<file path="src/source/axi_demux_pkg.sv">
// ---------------------------------------------------------
// AXI write demux shared definitions
// ---------------------------------------------------------

package axi_demux_pkg;

  // ---------------------------------------------------------
  // Configuration
  // ---------------------------------------------------------
  localparam int unsigned NUM_MST_PORTS   = 4;
  localparam int unsigned ID_WIDTH        = 4;
  localparam int unsigned ID_LOOK_BITS    = 2;
  localparam int unsigned NUM_ID_COUNTERS = 2 ** ID_LOOK_BITS;
  // Depth of the W routing FIFO
  localparam int unsigned MAX_TRANS       = 8;
  localparam int unsigned CNT_WIDTH       = 3;
  localparam int unsigned ADDR_WIDTH      = 32;
  localparam int unsigned DATA_WIDTH      = 32;
  localparam int unsigned LEN_WIDTH       = 8;

  // ---------------------------------------------------------
  // Field types
  // ---------------------------------------------------------
  typedef logic [$clog2(NUM_MST_PORTS)-1:0] select_t;
  typedef logic [ID_WIDTH-1:0]              id_t;
  typedef logic [ID_LOOK_BITS-1:0]          look_id_t;
  typedef logic [CNT_WIDTH-1:0]             cnt_t;
  typedef logic [ADDR_WIDTH-1:0]            addr_t;
  typedef logic [DATA_WIDTH-1:0]            data_t;
  typedef logic [DATA_WIDTH/8-1:0]          strb_t;
  typedef logic [LEN_WIDTH-1:0]             len_t;
  typedef logic [1:0]                       resp_t;

  // Channel payloads
  typedef struct packed {
    id_t   id;
    addr_t addr;
    len_t  len;
  } aw_chan_t;

  typedef struct packed {
    data_t data;
    strb_t strb;
    logic  last;
  } w_chan_t;

  typedef struct packed {
    id_t   id;
    resp_t resp;
  } b_chan_t;

  // AW control FSM
  typedef enum logic {
    AW_IDLE,
    AW_LOCKED
  } aw_state_e;

endpackage

</file>
<file path="src/source/demux_id_table.sv">
// ---------------------------------------------------------
// Per-ID in-flight counters
// ---------------------------------------------------------
`timescale 1ns/1ps

module demux_id_table (
  input  logic                   clk_i,
  input  logic                   rst_n_i,
  // Lookup for the AW waiting at the slave port
  input  axi_demux_pkg::id_t     lookup_id_i,
  output axi_demux_pkg::select_t lookup_select_o,
  output logic                   lookup_occupied_o,
  output logic                   full_o,
  // Push on AW admission
  input  logic                   push_i,
  input  axi_demux_pkg::id_t     push_id_i,
  input  axi_demux_pkg::select_t push_select_i,
  // Pop on B transfer to the slave
  input  logic                   pop_i,
  input  axi_demux_pkg::id_t     pop_id_i
);
  import axi_demux_pkg::*;

  cnt_t    [NUM_ID_COUNTERS-1:0] cnt_q;
  select_t [NUM_ID_COUNTERS-1:0] select_q;
  logic    [NUM_ID_COUNTERS-1:0] push_en;
  logic    [NUM_ID_COUNTERS-1:0] pop_en;
  logic    [NUM_ID_COUNTERS-1:0] cnt_full;
  look_id_t                      lookup_idx;
  look_id_t                      push_idx;
  look_id_t                      pop_idx;

  // Only the low ID bits take part in ordering
  assign lookup_idx = lookup_id_i[ID_LOOK_BITS-1:0];
  assign push_idx   = push_id_i[ID_LOOK_BITS-1:0];
  assign pop_idx    = pop_id_i[ID_LOOK_BITS-1:0];

  always_comb begin
    for (int i = 0; i < NUM_ID_COUNTERS; i++) begin
      push_en[i]  = push_i && (push_idx == look_id_t'(i));
      pop_en[i]   = pop_i && (pop_idx == look_id_t'(i));
      cnt_full[i] = &cnt_q[i];
    end
  end

  assign lookup_select_o   = select_q[lookup_idx];
  assign lookup_occupied_o = (cnt_q[lookup_idx] != '0);
  assign full_o            = |cnt_full;

  // In-flight counters, push and pop together cancel out
  always_ff @(posedge clk_i) begin
    if (!rst_n_i) begin
      cnt_q <= '0;
    end else begin
      for (int i = 0; i < NUM_ID_COUNTERS; i++) begin
        if (push_en[i] && !pop_en[i]) begin
          cnt_q[i] <= cnt_q[i] + cnt_t'(1);
        end else if (pop_en[i] && !push_en[i]) begin
          cnt_q[i] <= cnt_q[i] - cnt_t'(1);
        end
      end
    end
  end

  // Target port of the latest push per ID
  always_ff @(posedge clk_i) begin
    for (int i = 0; i < NUM_ID_COUNTERS; i++) begin
      if (push_en[i]) begin
        select_q[i] <= push_select_i;
      end
    end
  end

  // A B response must belong to an AW that is still in flight
  a_no_pop_at_zero: assert property (
    @(posedge clk_i) disable iff (!rst_n_i)
    pop_i |-> (cnt_q[pop_idx] != '0)
  ) else $error("B response with ID %0h has no outstanding AW", pop_id_i);

endmodule

</file>
<file path="src/source/demux_aw_control.sv">
// ---------------------------------------------------------
// AW admission and routing control
// ---------------------------------------------------------
`timescale 1ns/1ps

module demux_aw_control (
  input  logic                                    clk_i,
  input  logic                                    rst_n_i,
  input  axi_demux_pkg::aw_chan_t                 slv_aw_i,
  input  axi_demux_pkg::select_t                  slv_aw_select_i,
  input  logic                                    slv_aw_valid_i,
  input  logic [axi_demux_pkg::NUM_MST_PORTS-1:0] mst_aw_ready_i,
  input  axi_demux_pkg::select_t                  lookup_select_i,
  input  logic                                    lookup_occupied_i,
  input  logic                                    cnt_full_i,
  input  logic                                    fifo_full_i,
  output logic                                    slv_aw_ready_o,
  output axi_demux_pkg::aw_chan_t                 mst_aw_o,
  output logic [axi_demux_pkg::NUM_MST_PORTS-1:0] mst_aw_valid_o,
  output logic                                    aw_push_o
);
  import axi_demux_pkg::*;

  aw_state_e state_q;
  aw_state_e state_d;
  logic      aw_valid;
  logic      aw_ready;
  logic      admit;

  assign aw_ready = mst_aw_ready_i[slv_aw_select_i];

  // Same ID may only go to the port it is already outstanding on
  assign admit = slv_aw_valid_i && !cnt_full_i && !fifo_full_i &&
                 (!lookup_occupied_i || (lookup_select_i == slv_aw_select_i));

  always_comb begin
    state_d        = state_q;
    aw_valid       = 1'b0;
    aw_push_o      = 1'b0;
    slv_aw_ready_o = 1'b0;
    case (state_q)
      AW_IDLE: begin
        if (admit) begin
          aw_valid  = 1'b1;
          // Decision recorded once, even if the master stalls
          aw_push_o = 1'b1;
          if (aw_ready) begin
            slv_aw_ready_o = 1'b1;
          end else begin
            state_d = AW_LOCKED;
          end
        end
      end
      AW_LOCKED: begin
        // Valid stays up until the master takes it
        aw_valid = 1'b1;
        if (aw_ready) begin
          slv_aw_ready_o = 1'b1;
          state_d        = AW_IDLE;
        end
      end
      default: state_d = AW_IDLE;
    endcase
  end

  always_ff @(posedge clk_i) begin
    if (!rst_n_i) begin
      state_q <= AW_IDLE;
    end else begin
      state_q <= state_d;
    end
  end

  // Shared payload with the valid only on the selected port
  assign mst_aw_o = slv_aw_i;

  always_comb begin
    for (int i = 0; i < NUM_MST_PORTS; i++) begin
      mst_aw_valid_o[i] = aw_valid && (slv_aw_select_i == select_t'(i));
    end
  end

  a_select_known: assert property (
    @(posedge clk_i) disable iff (!rst_n_i)
    slv_aw_valid_i |-> !$isunknown(slv_aw_select_i)
  ) else $error("AW select names no master port while valid");

  a_aw_held: assert property (
    @(posedge clk_i) disable iff (!rst_n_i)
    (aw_valid && !aw_ready) |=> aw_valid && $stable(mst_aw_o) && $stable(mst_aw_valid_o)
  ) else $error("Master AW valid or payload changed before the transfer");

endmodule

</file>
<file path="src/source/demux_w_router.sv">
// ---------------------------------------------------------
// W beat routing by AW order
// ---------------------------------------------------------
`timescale 1ns/1ps

module demux_w_router (
  input  logic                                    clk_i,
  input  logic                                    rst_n_i,
  // Routing decisions from the AW side
  input  logic                                    push_i,
  input  axi_demux_pkg::select_t                  push_select_i,
  output logic                                    fifo_full_o,
  // Slave W channel
  input  axi_demux_pkg::w_chan_t                  slv_w_i,
  input  logic                                    slv_w_valid_i,
  output logic                                    slv_w_ready_o,
  // Master W channels
  output axi_demux_pkg::w_chan_t                  mst_w_o,
  output logic [axi_demux_pkg::NUM_MST_PORTS-1:0] mst_w_valid_o,
  input  logic [axi_demux_pkg::NUM_MST_PORTS-1:0] mst_w_ready_i
);
  import axi_demux_pkg::*;

  select_t                       fifo_mem [MAX_TRANS];
  logic [$clog2(MAX_TRANS)-1:0]  wr_ptr_q;
  logic [$clog2(MAX_TRANS)-1:0]  rd_ptr_q;
  logic [$clog2(MAX_TRANS):0]    usage_q;
  logic                          fifo_empty;
  logic                          fifo_pop;
  select_t                       w_select;

  // ---------------------------------------------------------
  // Decision FIFO
  // ---------------------------------------------------------
  assign fifo_empty  = (usage_q == '0);
  assign fifo_full_o = (usage_q == MAX_TRANS);
  assign w_select    = fifo_mem[rd_ptr_q];

  always_ff @(posedge clk_i) begin
    if (!rst_n_i) begin
      wr_ptr_q <= '0;
      rd_ptr_q <= '0;
      usage_q  <= '0;
    end else begin
      if (push_i) begin
        wr_ptr_q <= wr_ptr_q + 1'b1;
      end
      if (fifo_pop) begin
        rd_ptr_q <= rd_ptr_q + 1'b1;
      end
      if (push_i && !fifo_pop) begin
        usage_q <= usage_q + 1'b1;
      end else if (fifo_pop && !push_i) begin
        usage_q <= usage_q - 1'b1;
      end
    end
  end

  always_ff @(posedge clk_i) begin
    if (push_i) begin
      fifo_mem[wr_ptr_q] <= push_select_i;
    end
  end

  // ---------------------------------------------------------
  // Beat steering
  // ---------------------------------------------------------
  assign mst_w_o       = slv_w_i;
  assign slv_w_ready_o = !fifo_empty && mst_w_ready_i[w_select];
  // Burst done on the last beat transfer
  assign fifo_pop      = slv_w_valid_i && slv_w_ready_o && slv_w_i.last;

  always_comb begin
    for (int i = 0; i < NUM_MST_PORTS; i++) begin
      mst_w_valid_o[i] = slv_w_valid_i && !fifo_empty && (w_select == select_t'(i));
    end
  end

  // AW control must hold back while the FIFO is full
  a_no_push_full: assert property (
    @(posedge clk_i) disable iff (!rst_n_i)
    push_i |-> !fifo_full_o
  ) else $error("W routing decision pushed into a full FIFO");

endmodule

</file>
<file path="src/source/demux_b_arbiter.sv">
// ---------------------------------------------------------
// B response round-robin merge
// ---------------------------------------------------------
`timescale 1ns/1ps

module demux_b_arbiter (
  input  logic                                                      clk_i,
  input  logic                                                      rst_n_i,
  input  axi_demux_pkg::b_chan_t [axi_demux_pkg::NUM_MST_PORTS-1:0] mst_b_i,
  input  logic [axi_demux_pkg::NUM_MST_PORTS-1:0]                   mst_b_valid_i,
  output logic [axi_demux_pkg::NUM_MST_PORTS-1:0]                   mst_b_ready_o,
  output axi_demux_pkg::b_chan_t                                    slv_b_o,
  output logic                                                      slv_b_valid_o,
  input  logic                                                      slv_b_ready_i,
  output logic                                                      b_fire_o,
  output axi_demux_pkg::id_t                                        b_id_o
);
  import axi_demux_pkg::*;

  logic    lock_q;
  select_t lock_idx_q;
  select_t last_idx_q;
  select_t rr_idx;
  select_t gnt_idx;

  // Search upward from the port after the last winner
  always_comb begin
    select_t cand;
    rr_idx = last_idx_q;
    for (int k = NUM_MST_PORTS; k >= 1; k--) begin
      cand = select_t'(last_idx_q + k);
      if (mst_b_valid_i[cand]) begin
        rr_idx = cand;
      end
    end
  end

  // Locked grant holds while the slave stalls
  assign gnt_idx       = lock_q ? lock_idx_q : rr_idx;
  assign slv_b_valid_o = lock_q ? mst_b_valid_i[lock_idx_q] : |mst_b_valid_i;
  assign slv_b_o       = mst_b_i[gnt_idx];
  assign b_fire_o      = slv_b_valid_o && slv_b_ready_i;
  assign b_id_o        = slv_b_o.id;

  always_comb begin
    for (int i = 0; i < NUM_MST_PORTS; i++) begin
      mst_b_ready_o[i] = b_fire_o && (gnt_idx == select_t'(i));
    end
  end

  always_ff @(posedge clk_i) begin
    if (!rst_n_i) begin
      lock_q     <= 1'b0;
      lock_idx_q <= '0;
      // Port 0 wins first after reset
      last_idx_q <= select_t'(NUM_MST_PORTS - 1);
    end else if (b_fire_o) begin
      lock_q     <= 1'b0;
      last_idx_q <= gnt_idx;
    end else if (slv_b_valid_o) begin
      lock_q     <= 1'b1;
      lock_idx_q <= gnt_idx;
    end
  end

endmodule

</file>
<file path="src/source/axi_write_demux.sv">
// ---------------------------------------------------------
// AXI write demultiplexer top
// ---------------------------------------------------------
`timescale 1ns/1ps

module axi_write_demux (
  input  logic                                                      clk_i,
  input  logic                                                      rst_n_i,
  // Slave port
  input  axi_demux_pkg::aw_chan_t                                   slv_aw_i,
  input  axi_demux_pkg::select_t                                    slv_aw_select_i,
  input  logic                                                      slv_aw_valid_i,
  output logic                                                      slv_aw_ready_o,
  input  axi_demux_pkg::w_chan_t                                    slv_w_i,
  input  logic                                                      slv_w_valid_i,
  output logic                                                      slv_w_ready_o,
  output axi_demux_pkg::b_chan_t                                    slv_b_o,
  output logic                                                      slv_b_valid_o,
  input  logic                                                      slv_b_ready_i,
  // Master ports
  output axi_demux_pkg::aw_chan_t                                   mst_aw_o,
  output logic [axi_demux_pkg::NUM_MST_PORTS-1:0]                   mst_aw_valid_o,
  input  logic [axi_demux_pkg::NUM_MST_PORTS-1:0]                   mst_aw_ready_i,
  output axi_demux_pkg::w_chan_t                                    mst_w_o,
  output logic [axi_demux_pkg::NUM_MST_PORTS-1:0]                   mst_w_valid_o,
  input  logic [axi_demux_pkg::NUM_MST_PORTS-1:0]                   mst_w_ready_i,
  input  axi_demux_pkg::b_chan_t [axi_demux_pkg::NUM_MST_PORTS-1:0] mst_b_i,
  input  logic [axi_demux_pkg::NUM_MST_PORTS-1:0]                   mst_b_valid_i,
  output logic [axi_demux_pkg::NUM_MST_PORTS-1:0]                   mst_b_ready_o
);
  import axi_demux_pkg::*;

  logic    aw_push;
  select_t lookup_select;
  logic    lookup_occupied;
  logic    cnt_full;
  logic    fifo_full;
  logic    b_fire;
  id_t     b_id;

  demux_aw_control aw_control_inst (
    .clk_i             (clk_i),
    .rst_n_i           (rst_n_i),
    .slv_aw_i          (slv_aw_i),
    .slv_aw_select_i   (slv_aw_select_i),
    .slv_aw_valid_i    (slv_aw_valid_i),
    .mst_aw_ready_i    (mst_aw_ready_i),
    .lookup_select_i   (lookup_select),
    .lookup_occupied_i (lookup_occupied),
    .cnt_full_i        (cnt_full),
    .fifo_full_i       (fifo_full),
    .slv_aw_ready_o    (slv_aw_ready_o),
    .mst_aw_o          (mst_aw_o),
    .mst_aw_valid_o    (mst_aw_valid_o),
    .aw_push_o         (aw_push)
  );

  // Lookup and push both use the AW waiting at the slave port
  demux_id_table id_table_inst (
    .clk_i             (clk_i),
    .rst_n_i           (rst_n_i),
    .lookup_id_i       (slv_aw_i.id),
    .lookup_select_o   (lookup_select),
    .lookup_occupied_o (lookup_occupied),
    .full_o            (cnt_full),
    .push_i            (aw_push),
    .push_id_i         (slv_aw_i.id),
    .push_select_i     (slv_aw_select_i),
    .pop_i             (b_fire),
    .pop_id_i          (b_id)
  );

  demux_w_router w_router_inst (
    .clk_i         (clk_i),
    .rst_n_i       (rst_n_i),
    .push_i        (aw_push),
    .push_select_i (slv_aw_select_i),
    .fifo_full_o   (fifo_full),
    .slv_w_i       (slv_w_i),
    .slv_w_valid_i (slv_w_valid_i),
    .slv_w_ready_o (slv_w_ready_o),
    .mst_w_o       (mst_w_o),
    .mst_w_valid_o (mst_w_valid_o),
    .mst_w_ready_i (mst_w_ready_i)
  );

  demux_b_arbiter b_arbiter_inst (
    .clk_i         (clk_i),
    .rst_n_i       (rst_n_i),
    .mst_b_i       (mst_b_i),
    .mst_b_valid_i (mst_b_valid_i),
    .mst_b_ready_o (mst_b_ready_o),
    .slv_b_o       (slv_b_o),
    .slv_b_valid_o (slv_b_valid_o),
    .slv_b_ready_i (slv_b_ready_i),
    .b_fire_o      (b_fire),
    .b_id_o        (b_id)
  );

endmodule

</file>
<file path="config.mk">
export PLATFORM = sky130hd
export DESIGN_NAME = axi_write_demux
export DESIGN_NICKNAME = d
export VERILOG_FILES = /design/src/source/axi_demux_pkg.sv /design/src/source/demux_id_table.sv /design/src/source/demux_aw_control.sv /design/src/source/demux_w_router.sv /design/src/source/demux_b_arbiter.sv /design/src/source/axi_write_demux.sv
export SDC_FILE = /design/constraint.sdc
export NUM_CORES = 1
export LEC_CHECK = 0
export BUFFER_PORTS_ARGS = -buffer_cell sky130_fd_sc_hd__buf_4
export CORE_MARGIN = 2
export CORE_UTILIZATION = 48
export DETAILED_ROUTE_END_ITERATION = 16
export GPL_ROUTABILITY_DRIVEN = 0
export PLACE_DENSITY = 0.85
export SLEW_MARGIN = 10
export SYNTH_ARGS = -nofsm -noshare
export SYNTH_HDL_FRONTEND = slang
export SYNTH_SLANG_ARGS = --single-unit
</file>
<file path="constraint.sdc">
create_clock -name clk_i -period 5.9 [get_ports clk_i]
set_input_delay 0.295 -clock clk_i [delete_from_list [all_inputs] [get_ports clk_i]]
set_output_delay 0.295 -clock clk_i [all_outputs]
set_load 0.005 [all_outputs]
</file>
==> results of run 1 <==
==> worst paths after layout <==
path                                          startpoint                                  end  slack [ps]
setup reg to reg     id_table_inst.select_q[5]$_DFFE_PP_  id_table_inst.cnt_q[5]$_SDFFE_PN0P_        2280
setup / recovery     id_table_inst.select_q[5]$_DFFE_PP_  id_table_inst.cnt_q[5]$_SDFFE_PN0P_        2280
hold reg to reg   w_router_inst.rd_ptr_q[2]$_SDFFE_PN0P_                            flip-flop         480
hold / removal                             slv_b_ready_i   b_arbiter_inst.lock_q$_SDFFE_PP0P_         220
==> through the flow <==
stage          instance area, um^2  hold slack, ps
3_3_place_gp                  3820             459
6_report                      3920             218
4_1_cts                       3920             211
5_1_grt                       3920             209
2_1_floorplan                 3810             385
3_5_place_dp                  3820             477
==> routing by layer <==
metal | GRT usage (%) | up-vias | share of wire (%)
met1 | 19.2 | 1180 | 36
met3 | 6.85 | 32 | 9.5
li1 | - | 1198 | -
met4 | 6.99 | 0 | 3.2
met2 | 31.1 | 132 | 51
met5 | 0 | - | 0
==> state kept, by name (all words and copies together) (netlist names), 2 cells and up, named ones only <==
register	flops
w_router_inst.fifo_mem	16
id_table_inst.cnt_q	12
id_table_inst.select_q	8
w_router_inst.usage_q	4
w_router_inst.rd_ptr_q	3
w_router_inst.wr_ptr_q	3
b_arbiter_inst.last_idx_q	2
b_arbiter_inst.lock_idx_q	2
==> critical path, cell delays in order (launching register included) <==
cell and delay [ps]:
edfxtp_1 390, mux4_2 470, xor2_1 150, o22ai_1 380, nand3b_1 360, nor3_1 470
ha_1 270, inv_1 60, fa_1 380, xor2_1 160, or3_1 320, a21oi_1 140
==> power groups by stage <==
| stage | clock network (W) | logic (W) | registers [W] |
|---|---|---|---|
| global route | 0.000239 | 0.000490 | 0.000519 |
| global placement | 0 | 0.000415 | 0.000512 |
| CTS | 0.000223 | 0.000439 | 0.000508 |
| floorplan | 0 | 0.000357 | 0.000496 |
| detailed placement | 0 | 0.000432 | 0.000516 |
| finish | 0.000217 | 0.000435 | 0.000508 |
==> placed cells by master (no fill, tap or decap), types with 5 or more instances in the layout <==
master	instances
xor2_1	11
nor2b_1	14
mux4_2	15
clkbuf_8	5
ha_1	9
o21ai_0	6
a21oi_1	13
buf_4	71
or3_1	6
nand3_1	9
nand2b_1	7
mux2i_1	14
fa_1	5
dfxtp_1	31
nand2_1	18
inv_1	10
edfxtp_1	24
nor3_1	9
nor2_1	30
==> cell families (layout without fill, tap and decap cells) <==
| logic type | Yosys count | in the layout | share of synthesized area (%) |
|---|---|---|---|
| and+or+nand+nor | 116 | 116 | 16.1 |
| muxes | 38 | 38 | 16.3 |
| xor gates and xnor gates | 13 | 13 | 2.99 |
| DFF | 55 | 55 | 35.2 |
| adders and majority gates | 14 | 14 | 5.58 |
| AOI/OAI and AO/OA | 32 | 32 | 5.71 |
| buffers and inverters | 100 | 90 | 18.1 |
==> area by class of cell <==
cell class	count	area [um^2]	area share, %
inverters	11	41.3	1.05
repair buffers	71	533	13.6
clock buffers	5	68.8	1.76
multi-input cells	213	1780	45.4
flip-flops and latches	55	1340	34.2
clock inverters	3	26.3	0.671
well taps	102	128	3.26
==> flow_metrics.tcl, run 1 <==
set metrics [dict create \
    status "complete, no violations" \
    post_cts_buffers 0 \
    dr.pass1.iters 4 \
    clk_pin_slew_worst_paths_ps 100 \
    die_w_um 93.1 \
    wl_mm 7.40 \
    die_area_um2 8670 \
    ctsResizeCount 0 \
    p_leak_nw 1.59 \
    power_frac_comb_pct 37.5 \
    grt_start_max_net_pins 21 \
    setup_viol 0 \
    holdBufCountCts 0 \
    nets 495 \
    wl_per_cell_um 16.1 \
    diodes 0 \
    drive_gt1_share_pct 29.6 \
    clock.fmax_mhz 276 \
    hold_violations 0 \
    ys_seq_area_share_pct 35.2 \
    cts_tree "built" \
    start_util_pct 49.3 \
    critPathArrivalTime_ps 3860 \
    power_density_nw_per_um2 296 \
    startpoint_type "flip-flop" \
    netlist_area_um2 3810 \
    path_class "flip-flop to flip-flop" \
    overflow 0 \
    dp_hpwl_mm 5.75 \
    netlist_instances 368 \
    hold_depth 2 \
    vias 2542 \
    pwr-share-clk_pct 18.7 \
    drt_iter0_drc 60 \
    cts-root-buf "clkbuf_8" \
    worstPathMaxFanout 7 \
    seqPwrFrac_pct 43.8 \
    syn_nets 506 \
    h-tree-depth 2 \
    cts_buffer_depth 2 \
    synthTopCellsByCount "buf_4, dfxtp_1, nor2_1" \
    antenna_left 0 \
    num-fill-cells 690 \
    die_h_um 93.1 \
    drc 0 \
    synth-edff-count 24 \
    worst_setup_path_end_kind "flip-flop" \
    power_w 0.00116 \
    synth_area_leaders "edfxtp_1, dfxtp_1, buf_4, mux4_2, mux2i_1" \
    hp-class "primary input to flip-flop" \
    antenna_found_initial 0 \
    design.core.area_um2 7730 \
    min_period_over_period_pct 61.4 \
    viasPerCell 5.53 \
    ys.flop_type "dfxtp_1" \
    synth_cell_types 50 \
    pre_cts_ws_ps 2210 \
    worstSkewPairLatency_ps 310 \
    postSynthAreaPerCell_um2 10.4 \
    peakVddDrop_mv 0.125 \
    grt_pass1_vias 2662 \
    report.final.slew_viol_count 0 \
    syn_to_final_growth_pct 2.79 \
    final_core_util_pct 50.7 \
    final.setup.tns_ps 0 \
    intPower_w 0.000767 \
    row_count 32 \
    numPlacedInstances 452 \
    yosysWarnings 0 \
    netlist.top_cell.by_area "edfxtp_1" \
    synth-seq-cells 55 \
    synth_top_area_share_pct 18.9 \
    reg2reg_depth 11 \
    p_sw_w 0.000392 \
    tightest_slew_ps 694 \
    io_pins 226 \
    numClockSinks 55 \
    relSlewSlack_pct 53.7 \
    portBuffers 69 \
    yosysMostFrequentCell "buf_4" \
    instances_no_fill 460 \
    grt_pass1_wl_mm 12.3 \
    async_flop_share_pct 0 \
    worstPathRequired_ps 6140 \
    grt_setup_unrepaired "no" \
    skew_ps 5.89 \
    drv_cap 0 \
    post-route-min-period_ps 3620 \
    cts_buffers 5 \
    setup_ws_ps 2280 \
    grt_util_all_layers_pct 17.7 \
    netSwitchingFraction_pct 33.8 \
]
(Power assumes the default switching activity.)
==> inputs of run 2 (changes only) <==
--- a/config.mk
+++ b/config.mk
@@ -7,10 +7,10 @@
 export LEC_CHECK = 0
 export BUFFER_PORTS_ARGS = -buffer_cell sky130_fd_sc_hd__buf_4
 export CORE_MARGIN = 2
-export CORE_UTILIZATION = 48
+export CORE_UTILIZATION = 40
 export DETAILED_ROUTE_END_ITERATION = 16
 export GPL_ROUTABILITY_DRIVEN = 0
-export PLACE_DENSITY = 0.85
+export PLACE_DENSITY = 0.76
 export SLEW_MARGIN = 10
 export SYNTH_ARGS = -nofsm -noshare
 export SYNTH_HDL_FRONTEND = slang
==> constraint.sdc (replaced) <==
create_clock -name clk_i -period 3.1 [get_ports clk_i]
set_input_delay 0.155 -clock clk_i [delete_from_list [all_inputs] [get_ports clk_i]]
set_output_delay 0.155 -clock clk_i [all_outputs]
set_load 0.005 [all_outputs]
==> flow_metrics.tcl, run 2 (same netlist as run 1, synthesis figures left out) <==
set metrics [dict create \
    worstPathRequired_ps 3340 \
    drc 0 \
    wl_met2_mm 3.98 \
    cp_slowest_cell "mux4_2" \
    power_w 0.00243 \
    intPower_w 0.00163 \
    min_period_over_period_pct 98.2 \
    grt_util_all_layers_pct 14.8 \
    regMostFlops "w_router_inst.fifo_mem" \
    netSwitchingFraction_pct 33.0 \
    setup_viol 0 \
    hold_violations 0 \
    dr_wl_met3_um 601 \
    dr.pass1.iters 4 \
    vias 2647 \
    crit_buf_inv 1 \
    final.setup.tns_ps 0 \
    design.core.area_um2 9240 \
    max_stage_delay_ps 500 \
    instances_no_fill 513 \
    cp_cell_sequence "mux2_4 > mux4_2 > mux4_2 > nand3_4 > ha_4 > inv_2 > ha_4 > a21o_1 > a21oi_2 > xnor2_1 > or3_1 > a21oi_2" \
    drive_gt1_share_pct 43.0 \
    antenna_found_initial 0 \
    h-tree-depth 2 \
    grt_setup_unrepaired "yes" \
    drt-met1-wl_mm 3.20 \
    tightest_slew_ps 730 \
    power_density_nw_per_um2 558 \
    row_count 35 \
    wl_per_cell_um 15.6 \
    antenna_left 0 \
    die_w_um 102 \
    start_util_pct 41.2 \
    top_layer "met4" \
    skew_ps 7.46 \
    worst_setup_path_end_kind "flip-flop" \
    top_regs "w_router_inst.fifo_mem: 16 flops, id_table_inst.cnt_q: 12 flops, id_table_inst.select_q: 8 flops" \
    worstPathMaxFanout 5 \
    layout.cells.most_common "buf_4" \
    dp_hpwl_mm 6.03 \
    path_class "flip-flop to flip-flop" \
    cts_tree "built" \
    pwr-share-clk_pct 16.7 \
    holdBufCountCts 0 \
    relSlewSlack_pct 51.3 \
    wl_mm 7.99 \
    post-route-min-period_ps 3040 \
    peakVddDrop_mv 0.219 \
    final_core_util_pct 47.1 \
    p_sw_w 0.000800 \
    grt_pass1_vias 2542 \
    cts-root-buf "clkbuf_8" \
    cts_buffers 5 \
    critPathArrivalTime_ps 3280 \
    startpoint_type "flip-flop" \
    clk_pin_slew_worst_paths_ps 90 \
    viasPerCell 5.16 \
    status "complete, no violations" \
    drv_cap 0 \
    syn_to_final_growth_pct 14.2 \
    worstSkewPairLatency_ps 310 \
    power_frac_comb_pct 43.4 \
    die_h_um 102 \
    cts_buffer_depth 2 \
    seqPwrFrac_pct 39.9 \
    numPlacedInstances 497 \
    io_pins 226 \
    clock.fmax_mhz 328 \
    drt_iter0_drc 78 \
    grt_start_max_net_pins 21 \
    largest_reg_flops 16 \
    crit_family "multiplexers" \
    nets 521 \
    layout.cells.most_common_list "buf_4, nor2_1, dfxtp_1" \
    grt_pass1_wl_mm 12.1 \
    portBuffers 69 \
    overflow 0 \
    hp-class "primary input to flip-flop" \
    diodes 0 \
    die_area_um2 10300 \
    p_leak_nw 1.76 \
    report.final.slew_viol_count 0 \
    numClockSinks 55 \
]
==> run 2: cell type report <==
type / count / area (um^2)
fill: 856 / 4890
multi-input combinational: 213 / 1960
sequential: 55 / 1350
timing repair buffer: 97 / 748
tap: 129 / 161
clock buffer: 7 / 86.3
inverter: 11 / 41.3
clock inverter: 1 / 5.00
==> run 2: stage by stage <==
step | setup slack (ps) | area [um^2] | hold WS [ps]
floorplan | -12.8 | 3850 | 245
finish | 55.1 | 4350 | 86.0
global route | -50.4 | 4350 | 81.5
global placement | -65.7 | 4040 | 310
CTS | -1.79 | 4180 | 55.3
detailed placement | -137 | 4040 | 310
==> run 2: per-layer routing <==
metal / vias up / track usage (%)
li1: 1247 / -
met1: 1248 / 17.5
met2: 130 / 25.0
met3: 22 / 5.04
met4: 0 / 5.61
met5: - / 0
==> run 2: timing repair <==
action / in CTS / in global routing
resized for setup: 6 / 29
endpoints found under the setup margin: 3 / 6
pin swaps: 6 / 11
setup buffers: 3 / 5
==> run 2: power by group through the flow <==
stage	combinational, W	clock (W)	sequential [W]
global placement	0.000912	0	0.000963
floorplan	0.000707	0	0.000944
finish	0.00105	0.000405	0.000968
CTS	0.000977	0.000410	0.000962
global route	0.00115	0.000443	0.000987
detailed placement	0.000946	0	0.000973
==> run 2: worst paths after layout <==
kind	startpoint	endpoint	slack, ps	cells past startpoint
worst max register to register	flip-flop	w_router_inst.usage_q[3]$_SDFFE_PN0P_	60	12
worst min register to register	w_router_inst.rd_ptr_q[2]$_SDFFE_PN0P_	w_router_inst.rd_ptr_q[2]$_SDFFE_PN0P_	480	2
worst max-delay path	flip-flop	w_router_inst.usage_q[3]$_SDFFE_PN0P_	60	12
worst min-delay path	slv_b_ready_i	b_arbiter_inst.lock_q$_SDFFE_PP0P_	90	2
